<file path="config.mk">
export PLATFORM = sky130hd
export DESIGN_NAME = hacd_core
export DESIGN_NICKNAME = d
export VERILOG_FILES = /design/src/hacd_pkg.sv /design/src/hawk_ctrl_unit.sv /design/src/hawk_att.sv /design/src/hawk_cpu_stall.sv /design/src/hawk_list_writer.sv /design/src/hawk_mem_mux.sv /design/src/hacd_core.sv
export VERILOG_INCLUDE_DIRS = /design/src /design/src/src
export SDC_FILE = /design/constraint.sdc
export NUM_CORES = 1
export LEC_CHECK = 0
export BUFFER_PORTS_ARGS = -buffer_cell sky130_fd_sc_hd__buf_4
export CORE_MARGIN = 3
export CORE_UTILIZATION = 52
export DETAILED_ROUTE_END_ITERATION = 16
export PLACE_DENSITY = 0.8
export SYNTH_ARGS = -nofsm -noshare
export SYNTH_HDL_FRONTEND = slang
export SYNTH_HIERARCHICAL = 1
export SYNTH_SLANG_ARGS = --single-unit
</file>
<file path="constraint.sdc">
create_clock -name clk_i -period 5.1 [get_ports clk_i]
set_clock_uncertainty 0.1 [all_clocks]
set_input_delay 0.765 -clock clk_i [delete_from_list [all_inputs] [get_ports clk_i]]
set_output_delay 0.765 -clock clk_i [all_outputs]
set_load 0.05 [all_outputs]
</file>
<file path="src/hacd_cfg.svh">
/*
 * Sizes and base addresses of the memory core.
 * Address and data are assumed to be the same width, 32 bits.
 * HACD_NUM_PAGES must equal 2**HACD_LPN_W.
 * Only the page-index field above HACD_PAGE_SHIFT is translated.
 */
`ifndef HACD_CFG_SVH
`define HACD_CFG_SVH

// bus widths
`define HACD_ADDR_W      32
`define HACD_DATA_W      32

// page geometry
`define HACD_PAGE_SHIFT  12                     // 4 KiB pages
`define HACD_NUM_PAGES   16                     // att entries, free-list length
`define HACD_LPN_W       4                      // page index bits

// address map
`define HACD_DRAM_BASE   32'h8000_0000          // board offset of dram
`define HACD_LIST_BASE   32'h0001_0000          // free list byte address
`define HACD_LIST_NULL   {`HACD_DATA_W{1'b1}}   // end of list marker

`endif

</file>
<file path="src/hacd_pkg.sv">
/*
 * Types shared by the memory core and its testbench.
 * Requests carry a single beat, with no burst or side-band fields.
 */
`default_nettype none

`include "hacd_cfg.svh"

package hacd_pkg;

   //////////////////////////////
   // memory port payloads
   //////////////////////////////

   typedef struct packed {
      logic                    wr;     // 1 write, 0 read
      logic [`HACD_ADDR_W-1:0] addr;   // byte address
      logic [`HACD_DATA_W-1:0] wdata;  // ignored on reads
   } mem_req_t;

   typedef struct packed {
      logic [`HACD_DATA_W-1:0] rdata;  // don't care on writes
      logic                    err;    // slave error
   } mem_rsp_t;

   //////////////////////////////
   // internal control payloads
   //////////////////////////////

   typedef struct packed {
      logic                   en;      // write strobe
      logic [`HACD_LPN_W-1:0] idx;     // logical page
      logic [`HACD_LPN_W-1:0] ppn;     // physical page
   } att_wr_t;

   typedef struct packed {
      logic allow_access;              // cpu may issue
      logic translate;                 // use att lookup
   } cpu_ovrd_t;

   // control unit states
   typedef enum logic [1:0] {
      IDLE,                            // waiting for active
      INIT_ATT,                        // filling the table
      INIT_LIST,                       // free list being written
      ACTIVE                           // translating cpu traffic
   } hawk_state_e;

endpackage

`default_nettype wire

</file>
<file path="src/hawk_ctrl_unit.sv">
/*
 * Reset-time sequencer: fills the ATT, then has the free list written.
 * Logical page i maps to physical page HACD_NUM_PAGES-1-i.
 * ACTIVE is left only by reset.
 */
`timescale 1ns/100ps
`default_nettype none

`include "hacd_cfg.svh"

module hawk_ctrl_unit
   import hacd_pkg::*;
(
   input  wire       clk_i,
   input  wire       arst_n_i,
   input  wire       hawk_inactive_i,
   input  wire       list_ack_i,    // from list writer
   output logic      list_req_o,    // four-phase request
   output att_wr_t   att_wr_o,
   output cpu_ovrd_t cpu_ovrd_o,
   output logic      init_done_o
);

   hawk_state_e            state_q;
   logic [`HACD_LPN_W-1:0] cnt_q;       // table entry index
   logic                   list_req_q;
   logic [31:0]            cnt_ext;
   logic [31:0]            ppn_full;
   logic                   last_entry;

   assign cnt_ext    = {{(32-`HACD_LPN_W){1'b0}}, cnt_q};
   assign last_entry = (cnt_ext == `HACD_NUM_PAGES - 1);
   assign ppn_full   = `HACD_NUM_PAGES - 1 - cnt_ext;   // reversed mapping

   //////////////////////////////
   // sequencer
   //////////////////////////////

   always_ff @(posedge clk_i or negedge arst_n_i) begin
      if (!arst_n_i) begin
         state_q    <= IDLE;
         cnt_q      <= '0;
         list_req_q <= 1'b0;
      end else begin
         case (state_q)
            IDLE: begin
               if (!hawk_inactive_i) begin
                  state_q <= INIT_ATT;
                  cnt_q   <= '0;
               end
            end
            INIT_ATT: begin
               cnt_q <= cnt_q + 1'b1;            // one entry per cycle
               if (last_entry) begin
                  state_q    <= INIT_LIST;
                  list_req_q <= 1'b1;            // raise req after last entry
               end
            end
            INIT_LIST: begin
               if (list_ack_i) begin
                  list_req_q <= 1'b0;            // phase 3
               end else if (!list_req_q) begin
                  state_q <= ACTIVE;             // ack has fallen
               end
            end
            default: begin
               state_q <= state_q;               // active holds until reset
            end
         endcase
      end
   end

   //////////////////////////////
   // outputs
   //////////////////////////////

   always_comb begin
      att_wr_o.en  = (state_q == INIT_ATT);
      att_wr_o.idx = cnt_q;
      att_wr_o.ppn = ppn_full[`HACD_LPN_W-1:0];
      // idle passes the cpu through only when bypassed
      cpu_ovrd_o.allow_access = ((state_q == IDLE) && hawk_inactive_i) ||
                                (state_q == ACTIVE);
      cpu_ovrd_o.translate    = (state_q == ACTIVE) && !hawk_inactive_i;
   end

   assign list_req_o  = list_req_q;
   assign init_done_o = (state_q == ACTIVE);

   // writer must have dropped ack before a new request
   a_req_after_ack: assert property (@(posedge clk_i) disable iff (!arst_n_i)
      $rose(list_req_o) |-> !list_ack_i);

endmodule

`default_nettype wire

</file>
<file path="src/hawk_att.sv">
/*
 * Attribute translation table, one physical page per logical page.
 * Entries have no reset and are valid only after the control unit fills them.
 */
`timescale 1ns/100ps
`default_nettype none

`include "hacd_cfg.svh"

module hawk_att
   import hacd_pkg::*;
(
   input  wire                         clk_i,
   input  wire                         arst_n_i,
   input  wire att_wr_t                att_wr_i,    // fill port
   input  wire [`HACD_LPN_W-1:0]       lkup_lpn_i,  // from stall stage
   output logic [`HACD_LPN_W-1:0]      lkup_ppn_o
);

   logic [`HACD_LPN_W-1:0] ppn_q [`HACD_NUM_PAGES];   // table storage

   // one entry per cycle
   always_ff @(posedge clk_i) begin
      if (att_wr_i.en) begin
         ppn_q[att_wr_i.idx] <= att_wr_i.ppn;
      end
   end

   assign lkup_ppn_o = ppn_q[lkup_lpn_i];   // async read

endmodule

`default_nettype wire

</file>
<file path="src/hawk_cpu_stall.sv">
/*
 * Holds one CPU request, removes the board offset and translates the page.
 * The ATT lookup is combinational, in the accept cycle.
 * At most one request is accepted every two cycles.
 */
`timescale 1ns/100ps
`default_nettype none

`include "hacd_cfg.svh"

module hawk_cpu_stall
   import hacd_pkg::*;
(
   input  wire                    clk_i,
   input  wire                    arst_n_i,
   input  wire                    uart_boot_en_i,
   input  wire cpu_ovrd_t         cpu_ovrd_i,
   // cpu request
   input  wire mem_req_t          cpu_req_i,
   input  wire                    cpu_req_valid_i,
   output logic                   cpu_req_ready_o,
   // att lookup
   output logic [`HACD_LPN_W-1:0] lkup_lpn_o,
   input  wire [`HACD_LPN_W-1:0]  lkup_ppn_i,
   // towards mux
   output mem_req_t               out_req_o,
   output logic                   out_valid_o,
   input  wire                    out_ready_i
);

   logic [`HACD_ADDR_W-1:0] addr_nb;     // offset removed
   mem_req_t                xlat_req;
   mem_req_t                held_q;      // payload only
   logic                    held_vld_q;
   logic                    take;

   //////////////////////////////
   // address path
   //////////////////////////////

   assign addr_nb    = uart_boot_en_i ? cpu_req_i.addr
                                      : cpu_req_i.addr - `HACD_DRAM_BASE;
   assign lkup_lpn_o = addr_nb[`HACD_PAGE_SHIFT +: `HACD_LPN_W];

   always_comb begin
      xlat_req      = cpu_req_i;
      xlat_req.addr = addr_nb;
      if (cpu_ovrd_i.translate) begin
         // swap page index, keep offset and upper bits
         xlat_req.addr[`HACD_PAGE_SHIFT +: `HACD_LPN_W] = lkup_ppn_i;
      end
   end

   //////////////////////////////
   // hold stage
   //////////////////////////////

   assign cpu_req_ready_o = !held_vld_q && cpu_ovrd_i.allow_access;
   assign take            = cpu_req_valid_i && cpu_req_ready_o;

   always_ff @(posedge clk_i or negedge arst_n_i) begin
      if (!arst_n_i) begin
         held_vld_q <= 1'b0;
      end else if (take) begin
         held_vld_q <= 1'b1;
      end else if (out_ready_i) begin
         held_vld_q <= 1'b0;             // handed to mux
      end
   end

   always_ff @(posedge clk_i) begin
      if (take) begin
         held_q <= xlat_req;
      end
   end

   assign out_req_o   = held_q;
   assign out_valid_o = held_vld_q;

   // request may not change or drop under back-pressure
   a_hold_stable: assert property (@(posedge clk_i) disable iff (!arst_n_i)
      out_valid_o && !out_ready_i |=> out_valid_o && $stable(out_req_o));

endmodule

`default_nettype wire

</file>
<file path="src/hawk_list_writer.sv">
/*
 * Writes the initial free list, one word per page, then acknowledges.
 * Entry i holds i+1 as next pointer; the last entry holds the null marker.
 * Write responses carry no data and are always accepted.
 */
`timescale 1ns/100ps
`default_nettype none

`include "hacd_cfg.svh"

module hawk_list_writer
   import hacd_pkg::*;
(
   input  wire      clk_i,
   input  wire      arst_n_i,
   input  wire      list_req_i,   // four-phase with ctrl unit
   output logic     list_ack_o,
   output mem_req_t wr_req_o,
   output logic     wr_valid_o,
   input  wire      wr_ready_i,
   input  wire      wr_done_i     // write response seen
);

   typedef enum logic [1:0] {LW_IDLE, LW_WRITE, LW_WAIT, LW_ACK} lw_state_e;

   lw_state_e               state_q;
   logic [`HACD_LPN_W-1:0]  idx_q;      // list entry
   logic [`HACD_ADDR_W-1:0] idx_ext;
   logic                    last_idx;

   assign idx_ext  = {{(`HACD_ADDR_W-`HACD_LPN_W){1'b0}}, idx_q};
   assign last_idx = (idx_ext == `HACD_NUM_PAGES - 1);

   always_ff @(posedge clk_i or negedge arst_n_i) begin
      if (!arst_n_i) begin
         state_q <= LW_IDLE;
         idx_q   <= '0;
      end else begin
         case (state_q)
            LW_IDLE: if (list_req_i) begin
               state_q <= LW_WRITE;
               idx_q   <= '0;
            end
            LW_WRITE: if (wr_ready_i) state_q <= LW_WAIT;   // accepted
            LW_WAIT: if (wr_done_i) begin
               if (last_idx) begin
                  state_q <= LW_ACK;     // ack next cycle
               end else begin
                  state_q <= LW_WRITE;
                  idx_q   <= idx_q + 1'b1;
               end
            end
            default: if (!list_req_i) state_q <= LW_IDLE;   // drop ack
         endcase
      end
   end

   always_comb begin
      wr_req_o.wr    = 1'b1;
      wr_req_o.addr  = `HACD_LIST_BASE + (idx_ext << 2);   // word per entry
      wr_req_o.wdata = last_idx ? `HACD_LIST_NULL : idx_ext + 32'd1;
   end

   assign wr_valid_o = (state_q == LW_WRITE);
   assign list_ack_o = (state_q == LW_ACK);

endmodule

`default_nettype wire

</file>
<file path="src/hawk_mem_mux.sv">
/*
 * Shares the MC port between the core master and the CPU path.
 * One transaction at a time; the core master wins a tie.
 * The MC must not return a response in the cycle its request is taken.
 */
`timescale 1ns/100ps
`default_nettype none

module hawk_mem_mux
   import hacd_pkg::*;
(
   input  wire           clk_i,
   input  wire           arst_n_i,
   // core master
   input  wire mem_req_t hawk_req_i,
   input  wire           hawk_valid_i,
   output logic          hawk_ready_o,
   output logic          hawk_done_o,     // response pulse
   // cpu path
   input  wire mem_req_t cpu_req_i,
   input  wire           cpu_valid_i,
   output logic          cpu_ready_o,
   output mem_rsp_t      cpu_rsp_o,
   output logic          cpu_rsp_valid_o,
   input  wire           cpu_rsp_ready_i,
   // memory controller
   output mem_req_t      mc_req_o,
   output logic          mc_valid_o,
   input  wire           mc_ready_i,
   input  wire mem_rsp_t mc_rsp_i,
   input  wire           mc_rsp_valid_i,
   output logic          mc_rsp_ready_o
);

   logic busy_q;        // request taken, response pending
   logic lock_q;        // offered but stalled, keep selection
   logic own_hawk_q;    // owner of current slot
   logic sel_hawk;
   logic req_xfer, rsp_xfer;

   //////////////////////////////
   // request steering
   //////////////////////////////

   assign sel_hawk     = lock_q ? own_hawk_q : hawk_valid_i;   // priority to core
   assign mc_req_o     = sel_hawk ? hawk_req_i : cpu_req_i;
   assign mc_valid_o   = !busy_q && (sel_hawk ? hawk_valid_i : cpu_valid_i);
   assign hawk_ready_o = !busy_q && sel_hawk && mc_ready_i;
   assign cpu_ready_o  = !busy_q && !sel_hawk && mc_ready_i;
   assign req_xfer     = mc_valid_o && mc_ready_i;

   //////////////////////////////
   // response routing
   //////////////////////////////

   assign cpu_rsp_o       = mc_rsp_i;
   assign cpu_rsp_valid_o = busy_q && !own_hawk_q && mc_rsp_valid_i;
   assign hawk_done_o     = busy_q && own_hawk_q && mc_rsp_valid_i;
   assign mc_rsp_ready_o  = busy_q && (own_hawk_q || cpu_rsp_ready_i);
   assign rsp_xfer        = mc_rsp_valid_i && mc_rsp_ready_o;

   always_ff @(posedge clk_i or negedge arst_n_i) begin
      if (!arst_n_i) begin
         busy_q     <= 1'b0;
         lock_q     <= 1'b0;
         own_hawk_q <= 1'b0;
      end else if (req_xfer) begin
         busy_q     <= 1'b1;          // grant held till response
         lock_q     <= 1'b0;
         own_hawk_q <= sel_hawk;
      end else if (mc_valid_o) begin
         lock_q     <= 1'b1;          // mc stalled us
         own_hawk_q <= sel_hawk;
      end else if (rsp_xfer) begin
         busy_q     <= 1'b0;
      end
   end

   // mc may only answer a request it took
   a_no_stray_rsp: assert property (@(posedge clk_i) disable iff (!arst_n_i)
      !busy_q |-> !mc_rsp_valid_i);

endmodule

`default_nettype wire

</file>
<file path="src/hacd_core.sv">
/*
 * Memory core between one CPU port and one memory-controller port.
 * hawk_inactive_i may only change while no transaction is in flight.
 * One transaction is outstanding on the MC port at a time.
 */
`timescale 1ns/100ps
`default_nettype none

module hacd_core
   import hacd_pkg::*;
(
   input  wire           clk_i,
   input  wire           arst_n_i,
   input  wire           uart_boot_en_i,   // keep board offset
   input  wire           hawk_inactive_i,  // bypass, no init
   // cpu side
   input  wire mem_req_t cpu_req_i,
   input  wire           cpu_req_valid_i,
   output logic          cpu_req_ready_o,
   output mem_rsp_t      cpu_rsp_o,
   output logic          cpu_rsp_valid_o,
   input  wire           cpu_rsp_ready_i,
   // memory controller side
   output mem_req_t      mc_req_o,
   output logic          mc_req_valid_o,
   input  wire           mc_req_ready_i,
   input  wire mem_rsp_t mc_rsp_i,
   input  wire           mc_rsp_valid_i,
   output logic          mc_rsp_ready_o,
   output logic          init_done_o
);

   att_wr_t                att_wr;      // ctrl -> att
   cpu_ovrd_t              cpu_ovrd;    // ctrl -> stall
   logic                   list_req, list_ack;
   logic [`HACD_LPN_W-1:0] lkup_lpn, lkup_ppn;
   mem_req_t               stall_req, lw_req;
   logic                   stall_valid, stall_ready;
   logic                   lw_valid, lw_ready, lw_done;

   //////////////////////////////
   // control and table
   //////////////////////////////

   hawk_ctrl_unit u_hawk_cu (
      .clk_i           (clk_i),
      .arst_n_i        (arst_n_i),
      .hawk_inactive_i (hawk_inactive_i),
      .list_ack_i      (list_ack),
      .list_req_o      (list_req),
      .att_wr_o        (att_wr),
      .cpu_ovrd_o      (cpu_ovrd),
      .init_done_o     (init_done_o)
   );

   hawk_att u_hawk_att (
      .clk_i      (clk_i),
      .arst_n_i   (arst_n_i),
      .att_wr_i   (att_wr),
      .lkup_lpn_i (lkup_lpn),
      .lkup_ppn_o (lkup_ppn)
   );

   //////////////////////////////
   // request sources
   //////////////////////////////

   hawk_cpu_stall u_hawk_cpu_stall (
      .clk_i           (clk_i),
      .arst_n_i        (arst_n_i),
      .uart_boot_en_i  (uart_boot_en_i),
      .cpu_ovrd_i      (cpu_ovrd),
      .cpu_req_i       (cpu_req_i),
      .cpu_req_valid_i (cpu_req_valid_i),
      .cpu_req_ready_o (cpu_req_ready_o),
      .lkup_lpn_o      (lkup_lpn),
      .lkup_ppn_i      (lkup_ppn),
      .out_req_o       (stall_req),
      .out_valid_o     (stall_valid),
      .out_ready_i     (stall_ready)
   );

   hawk_list_writer u_hawk_list_writer (
      .clk_i      (clk_i),
      .arst_n_i   (arst_n_i),
      .list_req_i (list_req),
      .list_ack_o (list_ack),
      .wr_req_o   (lw_req),
      .wr_valid_o (lw_valid),
      .wr_ready_i (lw_ready),
      .wr_done_i  (lw_done)
   );

   hawk_mem_mux u_hawk_mem_mux (
      .clk_i           (clk_i),
      .arst_n_i        (arst_n_i),
      .hawk_req_i      (lw_req),
      .hawk_valid_i    (lw_valid),
      .hawk_ready_o    (lw_ready),
      .hawk_done_o     (lw_done),
      .cpu_req_i       (stall_req),
      .cpu_valid_i     (stall_valid),
      .cpu_ready_o     (stall_ready),
      .cpu_rsp_o       (cpu_rsp_o),
      .cpu_rsp_valid_o (cpu_rsp_valid_o),
      .cpu_rsp_ready_i (cpu_rsp_ready_i),
      .mc_req_o        (mc_req_o),
      .mc_valid_o      (mc_req_valid_o),
      .mc_ready_i      (mc_req_ready_i),
      .mc_rsp_i        (mc_rsp_i),
      .mc_rsp_valid_i  (mc_rsp_valid_i),
      .mc_rsp_ready_o  (mc_rsp_ready_o)
   );

endmodule

`default_nettype wire

</file>
==> run metrics <==
Worst Setup End Kind primary output; total track usage 0.1877; clock root buffer clkbuf_16; cell area after synthesis roughly 0.0072 mm^2; CP max FO 50; met2 Usage GRT 0.3008; Seq cells post-synth approximately 150; CP Launch Type register; met3 Use GR 0.05132; Avg Cell Area, Syn around 15 um^2; Antenna Diode Count 0; Final Util 0.6309; GPL Wtd Cong slightly above 0.8; Post-route DRC 0; area leader, netlist edfxtp_1; design area about 0.0085 mm^2; Iter 0 DRT Violations approximately 380; period utilization 0.7607; die height 123.9 um; Die W around 120 um; worst path required time approximately 4.2 ns; Rows 42; Top Ports between 200 and 250; P per Cell Area roughly 490 mW/mm^2; synthesized instance count 485; Critical Path AT between 3 and 4 ns; core area about 0.013 mm^2; initial antenna violation count 0; commonest register cell after synthesis edfxtp_1; Reg clk slew, reported paths 0.06 ns; Detail Route Antenna Nets 0; hpwl dp 10,210 um; Initial Utilization 0.5391; Layout Nets roughly 680; # setup viols final 0; first-pass GRT wire length roughly 21,000 um; async set-reset flop share out of synthesis 0.1164; DIE AREA 0.01534 mm^2; Worst IR Drop VDD 0.3056 mV; Post-Route Setup TNS 0 ns; Yosys warnings 6; dpl cell area roughly 0.0078 mm^2; Setup CP Type register to primary output; register area share after synthesis 0.5951; Vias/cell 5.317; setup bufs post-CTS 0; CTS max path bufs 2; share of the synthesized area in the top cell type 0.5362; M1 GR Usage 0.2291; Overflow after GRT 0; cts repair resizes 0; number of synthesized flops with an enable pin 129; Detailed Routing Iterations Pass 1 5; Worst Tran Pin Value 1.080 ns; fill count about 1,000; Leak 0.003298 uW; Total Wirelength about 15,000 um; CTS hold repair buffers 0; detailed-route wire length per cell approximately 19 um; clk_lat worst skew 0.41 ns; CTS Sinks about 150; via count ~4,000; CTS tree built; Hold/Removal Path Class primary input to asynchronous set/reset pin; H-tree Lvls 4; post-layout min period 3.880 ns; hold slack roughly 0.11 ns; Port Buffer Count between 100 and 150; relative slew slack 0.2781; Fmax achieved 257.8 MHz; total CTS buffers 17; distinct cell type count after synthesis 52; Pins Over Slew Limit 0; Final Hold Vio Count 0; largest net degree at the start of global routing just over 50; area delta synth->final 17.02%; outcome finished clean; layout cells sized above 1 0.3962; MaxCap Viol Count 0; GR peak layer met2; number of global-route vias before repair 3,987; synth top area cells edfxtp_1 54%, buf_4 10%, mux2_2 6.4%; RSZ-0062 raised after global routing no
placed cells by master, fill, tap and decap left out, drive strengths merged, types with 6 or more instances in the layout:
cell type,n
edfxtp,129
inv,10
dfrtp,17
o21ai,7
mux4,16
conb,29
clkbuf,19
ha,6
buf,144
nor2,21
clkinv,6
nand3,17
nand2,16
mux2i,6
mux2,70
path summary, 6_finish.rpt:
| check | from | to | slack, ns | cells past startpoint |
|---|---|---|---|---|
| max in group asynchronous | arst_n_i | u_hawk_list_writer/idx_q[1] | 4.60 | 1 |
| min in group clk_i | cpu_req_i[35] | u_hawk_cpu_stall/out_req_o[35] | 0.42 | 1 |
| hold / removal | arst_n_i | u_hawk_cu/state_q[1] | 0.11 | 1 |
| hold reg to reg | u_hawk_cu/state_q[0] | u_hawk_cu/state_q[0] | 0.46 | 1 |
| setup / recovery | u_hawk_list_writer/state_q[1] | mc_req_o[7] | 1.22 | 5 |
| setup reg to reg | u_hawk_cu/state_q[0] | u_hawk_cpu_stall/out_req_o[12] | 2.23 | 7 |
logic make-up (layout without fill, tap and decap cells):
logic type / after synthesis / in the layout / synth area share
xor+xnor: 1 / 1 / 0.001213
compound gates: 37 / 37 / 0.04105
mux: 92 / 92 / 0.1756
flops: 146 / 146 / 0.5951
buf+inv: 119 / 185 / 0.1179
fa+ha+maj: 6 / 6 / 0.01039
other cells: 2 / 29 / 0.001040
simple gates: 82 / 82 / 0.05767
worst max-delay path: stages, from the launching register on:
cell and delay (ns):
dfrtp_1 0.53, nor2b_1 0.18, mux2i_4 0.59, buf_4 0.64, mux2_2 0.41, buf_4 0.19
report_power, final:
part | internal (uW) | switching (uW)
combinational | 377 | 776
sequential | 1600 | 104
clock | 859 | 454
total | 2840 | 1330
synthesized netlist by cell type (2+ instances only):
cell type / number
nor3b_1: 3
nand3b_1: 2
clkbuf_1: 3
mux2_1: 28
o21ai_0: 5
nor2_1: 21
nand3_1: 16
a32o_1: 2
buf_2: 5
mux2i_1: 5
inv_1: 10
mux4_2: 2
mux2_2: 41
o22a_1: 2
o211ai_2: 3
edfxtp_1: 129
a21oi_1: 3
and3_1: 2
conb_1: 2
o21a_1: 3
buf_4: 98
mux4_1: 14
nand2_1: 16
nor2b_1: 5
o31ai_1: 2
nor3_1: 5
nand2b_1: 5
dfrtp_1: 17
o2bb2ai_1: 2
a22o_1: 2
a21bo_2: 2
buf_6: 2
ha_1: 6
a22oi_1: 4
layout make-up:
cell class                 count  area, um^2  share of cell area
timing repair buffer         144        1081              0.1279
tap                          176       220.2             0.02605
sequential                   146        4299              0.5085
multi-input combinational    247        2195              0.2596
clock buffer                  19       432.9             0.05121
clock inverter                12       188.9             0.02235
inverter                      10       37.54            0.004440
per-stage QoR:
step	std cells	total power, uW	worst slack, ns
6_report	754	4171	1.220
4_1_cts	754	4210	1.215
3_3_place_gp	723	2840	1.784
3_5_place_dp	723	2884	1.674
2_1_floorplan	512	2596	0.6597
5_1_grt	754	4348	1.046
per-layer routing:
layer | wire, um | up-vias
li1 | - | 1858
met1 | 5706 | 1962
met2 | 7384 | 147
met3 | 958 | 42
met4 | 478 | 0
met5 | 0 | -
registers in the layout (all words and copies together) (netlist names):
signal                        flops
u_hawk_list_writer/state_q        2
u_hawk_cu/list_req_o              1
u_hawk_cpu_stall/out_valid_o      1
u_hawk_cu/state_q                 2
u_hawk_list_writer/idx_q          4
u_hawk_mem_mux/lock_q             1
u_hawk_mem_mux/busy_q             1
u_hawk_att/ppn_q                 64
u_hawk_cpu_stall/out_req_o       65
u_hawk_mem_mux/own_hawk_q         1
u_hawk_cu/cnt_q                   4
Note: power is estimated with default switching activity, not from simulation.
